--- src/hw/core_cfg_pkg.sv ---
// ---------------------------------------
// Core configuration, 32-bit only
// Instruction fetch starts at RESET_PC
// ---------------------------------------
package core_cfg_pkg;

    localparam int XLEN = 32;

    typedef logic [XLEN-1:0] word_t;

    localparam word_t RESET_PC = '0;

    // PC step per fetched word
    localparam word_t INSTR_BYTES = 4;

endpackage

--- src/hw/isa_pkg.sv ---
// ---------------------------------------
// RV32I encodings for the supported subset only
// OP-IMM decodes ADDI alone, other funct3 values are not executed
// ---------------------------------------
package isa_pkg;

    localparam int OPCODE_W   = 7;
    localparam int FUNCT3_W   = 3;
    localparam int FUNCT7_W   = 7;
    localparam int REG_ADDR_W = 5;
    localparam int NUM_REGS   = 1 << REG_ADDR_W;

    typedef logic [REG_ADDR_W-1:0] reg_addr_t;

    typedef enum logic [OPCODE_W-1:0] {
        OPC_OP     = 7'b0110011,
        OPC_OP_IMM = 7'b0010011,
        OPC_LUI    = 7'b0110111,
        OPC_AUIPC  = 7'b0010111,
        OPC_BRANCH = 7'b1100011,
        OPC_JAL    = 7'b1101111,
        OPC_JALR   = 7'b1100111
    } opcode_e;

    typedef enum logic [2:0] {
        ALU_ADD,
        ALU_SUB,
        ALU_AND,
        ALU_OR,
        ALU_XOR,
        ALU_SLL,
        ALU_SRL
    } alu_op_e;

    // funct3 / funct7 values
    localparam logic [FUNCT3_W-1:0] F3_ADD = 3'b000;
    localparam logic [FUNCT3_W-1:0] F3_SLL = 3'b001;
    localparam logic [FUNCT3_W-1:0] F3_XOR = 3'b100;
    localparam logic [FUNCT3_W-1:0] F3_SRL = 3'b101;
    localparam logic [FUNCT3_W-1:0] F3_OR  = 3'b110;
    localparam logic [FUNCT3_W-1:0] F3_AND = 3'b111;

    localparam logic [FUNCT3_W-1:0] F3_BEQ  = 3'b000;
    localparam logic [FUNCT3_W-1:0] F3_BNE  = 3'b001;
    localparam logic [FUNCT3_W-1:0] F3_BLT  = 3'b100;
    localparam logic [FUNCT3_W-1:0] F3_BGE  = 3'b101;
    localparam logic [FUNCT3_W-1:0] F3_BLTU = 3'b110;
    localparam logic [FUNCT3_W-1:0] F3_BGEU = 3'b111;

    localparam logic [FUNCT7_W-1:0] F7_BASE = 7'b0000000;
    localparam logic [FUNCT7_W-1:0] F7_ALT  = 7'b0100000;

endpackage

--- src/hw/execute_stage.sv ---
// ---------------------------------------
// Decode and execute stages with register file
// Never stalls; the head is taken whenever it is valid
// Writeback result is forwarded into decode in the same cycle
// Unsupported encodings retire with no register write
// A taken control transfer squashes the decode slot
// ---------------------------------------
`timescale 1ns/1ps

module execute_stage import isa_pkg::*, core_cfg_pkg::*; (
    input  logic      clk,
    input  logic      rst_n,

    input  logic      head_valid,
    input  word_t     head_instr,
    input  word_t     head_pc,
    output logic      pop,

    output logic      redirect,
    output word_t     redirect_pc,

    output logic      retire_valid,
    output word_t     retire_pc,
    output logic      rd_we,
    output reg_addr_t rd_addr,
    output word_t     rd_data
);

    // ---------------------------------------
    // Decode register
    // ---------------------------------------
    logic      id_valid;
    word_t     id_instr;
    word_t     id_pc;
    reg_addr_t id_rs1;
    reg_addr_t id_rs2;
    word_t     rf_rdata1;
    word_t     rf_rdata2;
    word_t     fwd_rs1;
    word_t     fwd_rs2;

    assign pop    = head_valid;
    assign id_rs1 = id_instr[19:15];
    assign id_rs2 = id_instr[24:20];

    reg_file reg_file_inst (
        .clk    (clk),
        .rst_n  (rst_n),
        .raddr1 (id_rs1),
        .raddr2 (id_rs2),
        .rdata1 (rf_rdata1),
        .rdata2 (rf_rdata2),
        .we     (rd_we),
        .waddr  (rd_addr),
        .wdata  (rd_data)
    );

    // rd_we is already low for x0
    assign fwd_rs1 = (rd_we && rd_addr == id_rs1) ? rd_data : rf_rdata1;
    assign fwd_rs2 = (rd_we && rd_addr == id_rs2) ? rd_data : rf_rdata2;

    // ---------------------------------------
    // Execute register
    // ---------------------------------------
    logic  ex_valid;
    word_t ex_instr;
    word_t ex_pc;
    word_t ex_rs1;
    word_t ex_rs2;

    always_ff @(posedge clk or negedge rst_n) begin
        if (!rst_n) begin
            id_valid <= 1'b0;
            ex_valid <= 1'b0;
        end else begin
            id_valid <= head_valid && !redirect;
            ex_valid <= id_valid && !redirect;   // Squash wrong-path decode
        end
    end

    always_ff @(posedge clk) begin
        id_instr <= head_instr;
        id_pc    <= head_pc;
        ex_instr <= id_instr;
        ex_pc    <= id_pc;
        ex_rs1   <= fwd_rs1;
        ex_rs2   <= fwd_rs2;
    end

    opcode_e             opcode;
    logic [FUNCT3_W-1:0] funct3;
    logic [FUNCT7_W-1:0] funct7;
    word_t               imm_i;
    word_t               imm_b;
    word_t               imm_j;
    word_t               imm_u;
    word_t               pc_plus4;
    word_t               jalr_sum;

    assign opcode   = opcode_e'(ex_instr[6:0]);
    assign funct3   = ex_instr[14:12];
    assign funct7   = ex_instr[31:25];
    assign imm_i    = {{20{ex_instr[31]}}, ex_instr[31:20]};
    assign imm_b    = {{19{ex_instr[31]}}, ex_instr[31], ex_instr[7],
                       ex_instr[30:25], ex_instr[11:8], 1'b0};
    assign imm_j    = {{11{ex_instr[31]}}, ex_instr[31], ex_instr[19:12],
                       ex_instr[20], ex_instr[30:21], 1'b0};
    assign imm_u    = {ex_instr[31:12], 12'b0};
    assign pc_plus4 = ex_pc + INSTR_BYTES;
    assign jalr_sum = ex_rs1 + imm_i;

    // ---------------------------------------
    // ALU and control
    // ---------------------------------------
    alu_op_e alu_op;
    word_t   alu_b;
    word_t   alu_result;
    logic    wr_en;
    word_t   wr_data;
    logic    taken;
    word_t   target;

    always_comb begin
        case (alu_op)
            ALU_ADD: alu_result = ex_rs1 + alu_b;
            ALU_SUB: alu_result = ex_rs1 - alu_b;
            ALU_AND: alu_result = ex_rs1 & alu_b;
            ALU_OR:  alu_result = ex_rs1 | alu_b;
            ALU_XOR: alu_result = ex_rs1 ^ alu_b;
            ALU_SLL: alu_result = ex_rs1 << alu_b[4:0];
            ALU_SRL: alu_result = ex_rs1 >> alu_b[4:0];
            default: alu_result = '0;
        endcase
    end

    always_comb begin
        alu_op  = ALU_ADD;
        alu_b   = ex_rs2;
        wr_en   = 1'b0;
        wr_data = alu_result;
        taken   = 1'b0;
        target  = ex_pc + imm_b;
        case (opcode)
            OPC_OP: begin
                wr_en = (funct7 == F7_BASE);   // Only SUB uses the alternate funct7
                case (funct3)
                    F3_ADD: begin
                        if (funct7 == F7_ALT) begin
                            alu_op = ALU_SUB;
                            wr_en  = 1'b1;
                        end
                    end
                    F3_SLL:  alu_op = ALU_SLL;
                    F3_XOR:  alu_op = ALU_XOR;
                    F3_SRL:  alu_op = ALU_SRL;   // No SRA
                    F3_OR:   alu_op = ALU_OR;
                    F3_AND:  alu_op = ALU_AND;
                    default: wr_en  = 1'b0;
                endcase
            end
            OPC_OP_IMM: begin
                alu_b = imm_i;
                wr_en = (funct3 == F3_ADD);   // ADDI only
            end
            OPC_LUI: begin
                wr_en   = 1'b1;
                wr_data = imm_u;
            end
            OPC_AUIPC: begin
                wr_en   = 1'b1;
                wr_data = ex_pc + imm_u;
            end
            OPC_BRANCH: begin
                case (funct3)
                    F3_BEQ:  taken = (ex_rs1 == ex_rs2);
                    F3_BNE:  taken = (ex_rs1 != ex_rs2);
                    F3_BLT:  taken = ($signed(ex_rs1) < $signed(ex_rs2));
                    F3_BGE:  taken = ($signed(ex_rs1) >= $signed(ex_rs2));
                    F3_BLTU: taken = (ex_rs1 < ex_rs2);
                    F3_BGEU: taken = (ex_rs1 >= ex_rs2);
                    default: taken = 1'b0;
                endcase
            end
            OPC_JAL: begin
                wr_en   = 1'b1;
                wr_data = pc_plus4;
                taken   = 1'b1;
                target  = ex_pc + imm_j;
            end
            OPC_JALR: begin
                if (funct3 == 3'b000) begin
                    wr_en   = 1'b1;
                    wr_data = pc_plus4;
                    taken   = 1'b1;
                    target  = {jalr_sum[XLEN-1:1], 1'b0};
                end
            end
            default: ;
        endcase
    end

    assign retire_valid = ex_valid;
    assign retire_pc    = ex_pc;
    assign rd_addr      = ex_instr[11:7];
    assign rd_we        = ex_valid && wr_en && (rd_addr != '0);
    assign rd_data      = wr_data;
    assign redirect     = ex_valid && taken;
    assign redirect_pc  = target;

    // Redirect retires its own instruction and squashes both younger slots
    a_redirect_retire: assert property (@(posedge clk) disable iff (!rst_n)
        redirect |-> retire_valid ##1 !retire_valid ##1 !retire_valid);

endmodule

--- src/hw/fetch_buffer.sv ---
// ---------------------------------------
// In-order instruction buffer, FETCH_DEPTH entries
// Flush empties it in one cycle and beats a push
// Producer must not push when full
// ---------------------------------------
`timescale 1ns/1ps

module fetch_buffer import core_cfg_pkg::*; #(
    parameter int FETCH_DEPTH = 2,
    localparam int CNT_W = $clog2(FETCH_DEPTH + 1)
) (
    input  logic             clk,
    input  logic             rst_n,

    input  logic             push,
    input  word_t            push_instr,
    input  word_t            push_pc,
    input  logic             pop,
    input  logic             flush,

    output logic             head_valid,
    output word_t            head_instr,
    output word_t            head_pc,
    output logic [CNT_W-1:0] count
);

    localparam int PTR_W = $clog2(FETCH_DEPTH);
    localparam logic [PTR_W-1:0] LAST = PTR_W'(FETCH_DEPTH - 1);

    word_t            instr_mem [FETCH_DEPTH];
    word_t            pc_mem    [FETCH_DEPTH];
    logic [PTR_W-1:0] rd_ptr;
    logic [PTR_W-1:0] wr_ptr;

    assign head_valid = (count != '0);
    assign head_instr = instr_mem[rd_ptr];
    assign head_pc    = pc_mem[rd_ptr];

    always_ff @(posedge clk or negedge rst_n) begin
        if (!rst_n) begin
            rd_ptr <= '0;
            wr_ptr <= '0;
            count  <= '0;
        end else if (flush) begin
            rd_ptr <= '0;
            wr_ptr <= '0;
            count  <= '0;
        end else begin
            if (push)
                wr_ptr <= (wr_ptr == LAST) ? '0 : wr_ptr + 1'b1;
            if (pop)
                rd_ptr <= (rd_ptr == LAST) ? '0 : rd_ptr + 1'b1;
            count <= count + CNT_W'(push) - CNT_W'(pop);
        end
    end

    always_ff @(posedge clk) begin
        if (push && !flush) begin
            instr_mem[wr_ptr] <= push_instr;
            pc_mem[wr_ptr]    <= push_pc;
        end
    end

    // Fetch room check keeps pushes away from a full buffer
    a_no_overflow: assert property (@(posedge clk) disable iff (!rst_n)
        push |-> count < FETCH_DEPTH);

    a_no_underflow: assert property (@(posedge clk) disable iff (!rst_n)
        pop |-> head_valid);

endmodule

--- src/hw/fetch_unit.sv ---
// ---------------------------------------
// Instruction fetch over valid/ready
// At most one request in flight; valid and address hold until ready
// A response that returns after a redirect is discarded
// New requests only while the fetch buffer has room for them
// ---------------------------------------
`timescale 1ns/1ps

module fetch_unit import core_cfg_pkg::*; #(
    parameter int FETCH_DEPTH = 2,
    localparam int CNT_W = $clog2(FETCH_DEPTH + 1)
) (
    input  logic             clk,
    input  logic             rst_n,

    output logic             imem_valid,
    output word_t            imem_addr,
    input  logic             imem_ready,
    input  word_t            imem_rdata,

    input  logic [CNT_W-1:0] buf_count,
    input  logic             redirect,
    input  word_t            redirect_pc,

    output logic             push,
    output word_t            push_instr,
    output word_t            push_pc
);

    word_t pc_next;
    logic  drop;     // Outstanding response belongs to a squashed stream
    logic  transfer;
    logic  room;
    logic  issue;

    assign transfer = imem_valid && imem_ready;

    // Buffered words plus the one in flight must stay below depth
    assign room  = (int'(buf_count) + int'(imem_valid)) < FETCH_DEPTH;
    assign issue = (!imem_valid || transfer) && !redirect && room;

    assign push       = transfer && !drop && !redirect;
    assign push_instr = imem_rdata;
    assign push_pc    = imem_addr;

    always_ff @(posedge clk or negedge rst_n) begin
        if (!rst_n) begin
            imem_valid <= 1'b0;
            imem_addr  <= RESET_PC;
            pc_next    <= RESET_PC;
            drop       <= 1'b0;
        end else begin
            if (redirect)
                pc_next <= redirect_pc;
            else if (issue)
                pc_next <= pc_next + INSTR_BYTES;

            if (issue) begin
                imem_valid <= 1'b1;
                imem_addr  <= pc_next;
            end else if (transfer) begin
                imem_valid <= 1'b0;
            end

            if (redirect && imem_valid && !transfer)
                drop <= 1'b1;   // Wait out the old request
            else if (transfer)
                drop <= 1'b0;
        end
    end

    // Request must hold steady through back-pressure
    a_req_stable: assert property (@(posedge clk) disable iff (!rst_n)
        imem_valid && !imem_ready |=> imem_valid && $stable(imem_addr));

endmodule

--- src/hw/qar_core.sv ---
// ---------------------------------------
// Three-stage RV32I subset core, instruction side only
// External instruction memory over valid/ready
// Each retired instruction shows on the retire port
// FETCH_DEPTH must be 2 or more
// ---------------------------------------
`timescale 1ns/1ps

module qar_core import isa_pkg::*, core_cfg_pkg::*; #(
    parameter int FETCH_DEPTH = 2
) (
    input  logic      clk,
    input  logic      rst_n,

    output logic      imem_valid,
    output word_t     imem_addr,
    input  logic      imem_ready,
    input  word_t     imem_rdata,

    output logic      retire_valid,
    output word_t     retire_pc,
    output logic      rd_we,
    output reg_addr_t rd_addr,
    output word_t     rd_data
);

    localparam int CNT_W = $clog2(FETCH_DEPTH + 1);

    logic             push;
    word_t            push_instr;
    word_t            push_pc;
    logic             pop;
    logic             head_valid;
    word_t            head_instr;
    word_t            head_pc;
    logic [CNT_W-1:0] buf_count;
    logic             redirect;
    word_t            redirect_pc;

    fetch_unit #(
        .FETCH_DEPTH (FETCH_DEPTH)
    ) fetch_unit_inst (
        .clk         (clk),
        .rst_n       (rst_n),
        .imem_valid  (imem_valid),
        .imem_addr   (imem_addr),
        .imem_ready  (imem_ready),
        .imem_rdata  (imem_rdata),
        .buf_count   (buf_count),
        .redirect    (redirect),
        .redirect_pc (redirect_pc),
        .push        (push),
        .push_instr  (push_instr),
        .push_pc     (push_pc)
    );

    fetch_buffer #(
        .FETCH_DEPTH (FETCH_DEPTH)
    ) fetch_buffer_inst (
        .clk        (clk),
        .rst_n      (rst_n),
        .push       (push),
        .push_instr (push_instr),
        .push_pc    (push_pc),
        .pop        (pop),
        .flush      (redirect),
        .head_valid (head_valid),
        .head_instr (head_instr),
        .head_pc    (head_pc),
        .count      (buf_count)
    );

    execute_stage execute_stage_inst (
        .clk          (clk),
        .rst_n        (rst_n),
        .head_valid   (head_valid),
        .head_instr   (head_instr),
        .head_pc      (head_pc),
        .pop          (pop),
        .redirect     (redirect),
        .redirect_pc  (redirect_pc),
        .retire_valid (retire_valid),
        .retire_pc    (retire_pc),
        .rd_we        (rd_we),
        .rd_addr      (rd_addr),
        .rd_data      (rd_data)
    );

endmodule

--- src/hw/reg_file.sv ---
// ---------------------------------------
// 32 x 32 integer registers
// Combinational reads, write on the clock edge
// x0 has no storage and reads zero
// ---------------------------------------
`timescale 1ns/1ps

module reg_file import isa_pkg::*, core_cfg_pkg::*; (
    input  logic      clk,
    input  logic      rst_n,
    input  reg_addr_t raddr1,
    input  reg_addr_t raddr2,
    output word_t     rdata1,
    output word_t     rdata2,
    input  logic      we,
    input  reg_addr_t waddr,
    input  word_t     wdata
);

    word_t regs [1:NUM_REGS-1];

    assign rdata1 = (raddr1 == '0) ? '0 : regs[raddr1];
    assign rdata2 = (raddr2 == '0) ? '0 : regs[raddr2];

    always_ff @(posedge clk or negedge rst_n) begin
        if (!rst_n) begin
            for (int i = 1; i < NUM_REGS; i++)
                regs[i] <= '0;
        end else if (we && waddr != '0) begin
            regs[waddr] <= wdata;
        end
    end

endmodule

--- config.mk ---
export PLATFORM = sky130hd
export DESIGN_NAME = qar_core
export DESIGN_NICKNAME = d
export VERILOG_FILES = /design/src/hw/core_cfg_pkg.sv /design/src/hw/isa_pkg.sv /design/src/hw/execute_stage.sv /design/src/hw/fetch_buffer.sv /design/src/hw/fetch_unit.sv /design/src/hw/qar_core.sv /design/src/hw/reg_file.sv
export SDC_FILE = /design/constraint.sdc
export NUM_CORES = 2
export LEC_CHECK = 0
export ABC_AREA = 0
export ABC_CLOCK_PERIOD_IN_PS = 5600
export BUFFER_PORTS_ARGS = -buffer_cell sky130_fd_sc_hd__buf_4
export CAP_MARGIN = 0
export CORE_ASPECT_RATIO = 0.9
export CORE_MARGIN = 10
export CORE_UTILIZATION = 50
export CTS_BUF_LIST = sky130_fd_sc_hd__clkbuf_16
export CTS_CLUSTER_DIAMETER = 120
export DETAILED_ROUTE_END_ITERATION = 8
export PLACE_DENSITY_LB_ADDON = 0.05
export SLEW_MARGIN = 40
export SYNTH_ARGS = -nofsm -noshare
export SYNTH_HDL_FRONTEND = slang
export SYNTH_SLANG_ARGS = --single-unit
--- constraint.sdc ---
create_clock -name clk -period 5.6 [get_ports clk]
set_input_delay 0.56 -clock clk [delete_from_list [all_inputs] [get_ports clk]]
set_output_delay 0.56 -clock clk [all_outputs]
set_load 0.02 [all_outputs]
==> flow_summary.yaml <==
clocking:
  cts_made_buffers: 149
  htreeDepth: 4
  cts_root_buf: "clkbuf_16"
  clockBufferDepth: 3
  cts_sinks: 1384
  clkTransAtPathRegs_ns: 0.06
  cts_tree: "yes"
  worstSkewPairLatency_ns: 0.83
grt:
  grt_pass1_vias: 65160
  track_usage: 0.3662
  grt_max_degree: 152
  grt_pass1_wl_mm: 479.3
  antenna_found_initial: 11
  overflow: 0
detailed_routing:
  drt_iter0_drc: 8197
  num_vias: 67220
  drt-wirelength-per-cell_um: 33.31
  vias_per_cell: 6.694
  drc: 0
  totalWireLength_mm: 334.5
  ant_nets: 0
  dr.pass1.iters: 8
power_and_ir_drop:
  p_comb_frac: 0.554
  leakagePower_nw: 39.90
  netSwitchingPower_w: 0.02559
  seq_power_share: 0.266
  power.internal_w: 0.02900
  vdd.ir_drop.worst_v: 0.0006031
  p_sw_frac: 0.4687
  power.density_nw_per_um2: 576.4
  pwr-share-clk: 0.180
setup_path:
  crit_top_cell: "buf_6"
  max_stage_delay_ns: 0.59
  path_class: "reg2out"
  required_ns: 5.04
  crit_chain: "or4b_4, buf_6, o21ai_1, and2_4, inv_2, nor2_1, buf_4, a21oi_2, xnor2_2, ha_4, buf_4, nor2_1, o21a_1, or2_4, o211ai_1, a41oi_2, buf_6, o22ai_4, mux2i_4, a21oi_2, o21bai_4, buf_6"
  worstPathArrival_ns: 5.42
  cp-start-kind: "flop"
  critPathCaptureType: "output port"
  crit_path_max_fanout: 4
  slowest_stage: "or4b_4"
synth:
  synthArstFlopShare: 0.7688
  synth_ff_type: "dfrtp_1"
  ys_types: 112
  ys_seq_area_frac: 0.4210
  synth-seq-cells: 1384
  ys_warn_count: 0
  synth-edff-count: 128
  syn_inst: 7496
  syn-num-nets: 7754
  syn_area_um2: 81490
  synth_area_per_cell_um2: 10.87
die:
  io_pins: 139
  coreArea_um2: 161900
  die_w_um: 445.6
  initial_core_util: 0.5035
  fp-row-count: 140
  die_area_um2: 179600
  die_h_um: 403
finish:
  fin_util: 0.5851
  seq_area_um2: 34360
  area_growth_pct: 16.21
  multiInputGateArea_um2: 45270
  fillerInstances: 13780
  drive_above_1_share: 0.2874
  instances_no_fill: 10040
  stdcell_area_um2: 94700
  finish.net_count: 8039
placement:
  place_hpwl_mm: 230.7
  dp.cells: 9668
  place_ws_ns: -0.4547
  placement.io_buffers: 138
  place_area_um2: 87650
  globalplace.congestion: 1.070
sta:
  fin_crit_ns: 5.976
  tightest_slew_ns: 0.9532
  finalHoldViolCount: 0
  finalSetupViolations: 23
  finalWorstSetupSlack_ns: -0.3760
  max_slew_margin: 0.3645
  fin_crit_sh: 1.067
  rsz0062_at_grt: "yes"
  drv_slew: 0
  max_clock_freq_ghz: 0.1673
  tns_ns: -4.619
  fin_skew_ns: 0.05803
min_path:
  hp-class: "in2async"
outcome:
  status: "finished, violations left"
  violations: "setup timing"
flow_run:
  maxCapViolCount: 0
-- Yosys cell counts, types with 44 or more instances --
cell type  count  area [µm²]
o21ai_0      665        3328
xnor2_1      119        1042
a21oi_1      424        2122
o31ai_1       44       330.3
xor2_1        58       508.0
mux2_2       381        4290
a21o_1        56       420.4
mux2i_1       97       970.9
a31oi_1       88       550.5
o22ai_1       44       275.3
inv_1        166       623.1
a211oi_1      71       533.0
nand3_1      164       820.8
o211ai_1      77       578.1
nor3_1       143       715.7
clkbuf_1     416        1562
buf_1         70       262.8
dfrtp_1     1064       26630
nand2_1      784        2943
edfxtp_1     128        3844
nor2_1       467        1753
dfxtp_1      192        3844
a22o_1        66       578.1
ha_1         218        2728
nand2b_1      64       400.4
mux4_2       591       13310
buf_2        111       555.5
-- per-layer routing --
layer  global-route usage  part of all wire  vias to the layer above
met5                    0           0.00013                        -
met4               0.2028             0.066                        8
li1                     -                 -                    28710
met1               0.5071              0.41                    34180
met3              0.08692             0.098                      827
met2               0.5293              0.43                     3492
-- registers in the layout, indices dropped and copies added, names as in the netlist, 2 cells and up --
signal,count
fetch_buffer_inst.instr_mem,64
execute_stage_inst.ex_rs1,32
execute_stage_inst.id_pc,32
fetch_buffer_inst.pc_mem,64
execute_stage_inst.id_instr,32
fetch_unit_inst.pc_next,32
execute_stage_inst.ex_rs2,32
fetch_unit_inst.imem_addr,32
execute_stage_inst.retire_pc,32
execute_stage_inst.reg_file_inst.regs,992
execute_stage_inst.ex_instr,32
fetch_buffer_inst.count,2
-- repair_timing --
item,in CTS,in global routing
resized for setup,246,59
endpoints found under the setup margin,97,31
pin swaps,109,45
cloned,1,0
setup buffers,51,14
hold buffers,34,0
endpoints found under the hold margin,133,0
-- critical path: cells and delay by family (launching register included) --
kind | cells | cell delay, ns
buf+inv | 6 | 0.78
fa+ha+maj | 1 | 0.19
mux | 1 | 0.33
xor+xnor | 1 | 0.25
simple gates | 5 | 1.13
compound gates | 8 | 1.54
flops | 1 | 0.36
-- layout by cell type, fill, tap and decap left out, drive strengths merged, types with 46 or more instances in the layout --
cell type / netlist / final
edfxtp: 128 / 128
dfrtp: 1064 / 1064
dfxtp: 192 / 192
nand2: 785 / 785
mux2i: 97 / 97
o211ai: 77 / 77
a21oi: 457 / 457
buf: 229 / 748
mux4: 591 / 591
nor3: 146 / 146
clkinv: 2 / 59
a31oi: 88 / 88
mux2: 381 / 381
nand2b: 64 / 64
xor2: 58 / 58
nor2: 471 / 471
xnor2: 119 / 119
a21o: 56 / 56
clkbuf: 420 / 153
a22o: 66 / 66
o31ai: 46 / 46
a211oi: 75 / 75
ha: 218 / 218
o21ai: 704 / 704
inv: 169 / 219
nand3: 166 / 166
a2111oi: 46 / 46
-- logic make-up after synthesis --
group,synth area share
xor gates and xnor gates,0.01902
adders and majority gates,0.03470
AOI/OAI and AO/OA,0.1530
buffers and inverters,0.04256
DFF,0.4210
and+or+nand+nor,0.1018
muxes,0.2279
-- final timing paths --
check	slack [ns]	cells past startpoint	to	from
hold reg to reg	0.30	0	execute_stage_inst.retire_pc[9]	execute_stage_inst.id_pc[9]
setup reg to reg	0.43	24	execute_stage_inst.reg_file_inst.regs[732]	execute_stage_inst.ex_instr[5]
hold / removal	0.26	2	execute_stage_inst.reg_file_inst.regs[872]	rst_n
max in group asynchronous	3.70	5	execute_stage_inst.reg_file_inst.regs[955]	rst_n
min in group clk	0.30	0	execute_stage_inst.retire_pc[9]	execute_stage_inst.id_pc[9]
setup / recovery	-0.38	22	rd_data[26]	execute_stage_inst.ex_instr[5]
-- area by class of cell --
type / count / area share
antenna: 9 / 0.0002378
clock buffer: 153 / 0.04043
clock inverter: 120 / 0.009949
inverter: 171 / 0.007068
multi-input combinational: 5292 / 0.4780
sequential: 1384 / 0.3628
tap: 2130 / 0.02814
timing repair buffer: 783 / 0.07331
-- power by group through the flow --
stage	Sequential, W	Clock, W	Combinational, W
after CTS	0.0145	0.00995	0.0293
after global placement	0.0146	0	0.0278
after floorplan	0.0137	0	0.0166
final	0.0145	0.00980	0.0302
after detailed placement	0.0146	0	0.0279
after global routing	0.0147	0.0103	0.0317
-- per-stage QoR --
step | total power [W] | hold WS, ns
floorplan | 0.03035 | 0.2644
global route | 0.05673 | 0.2889
global placement | 0.04232 | 0.3099
CTS | 0.05369 | 0.3063
finish | 0.05459 | 0.2576
detailed placement | 0.04248 | 0.3121
(Power assumes the default switching activity.)
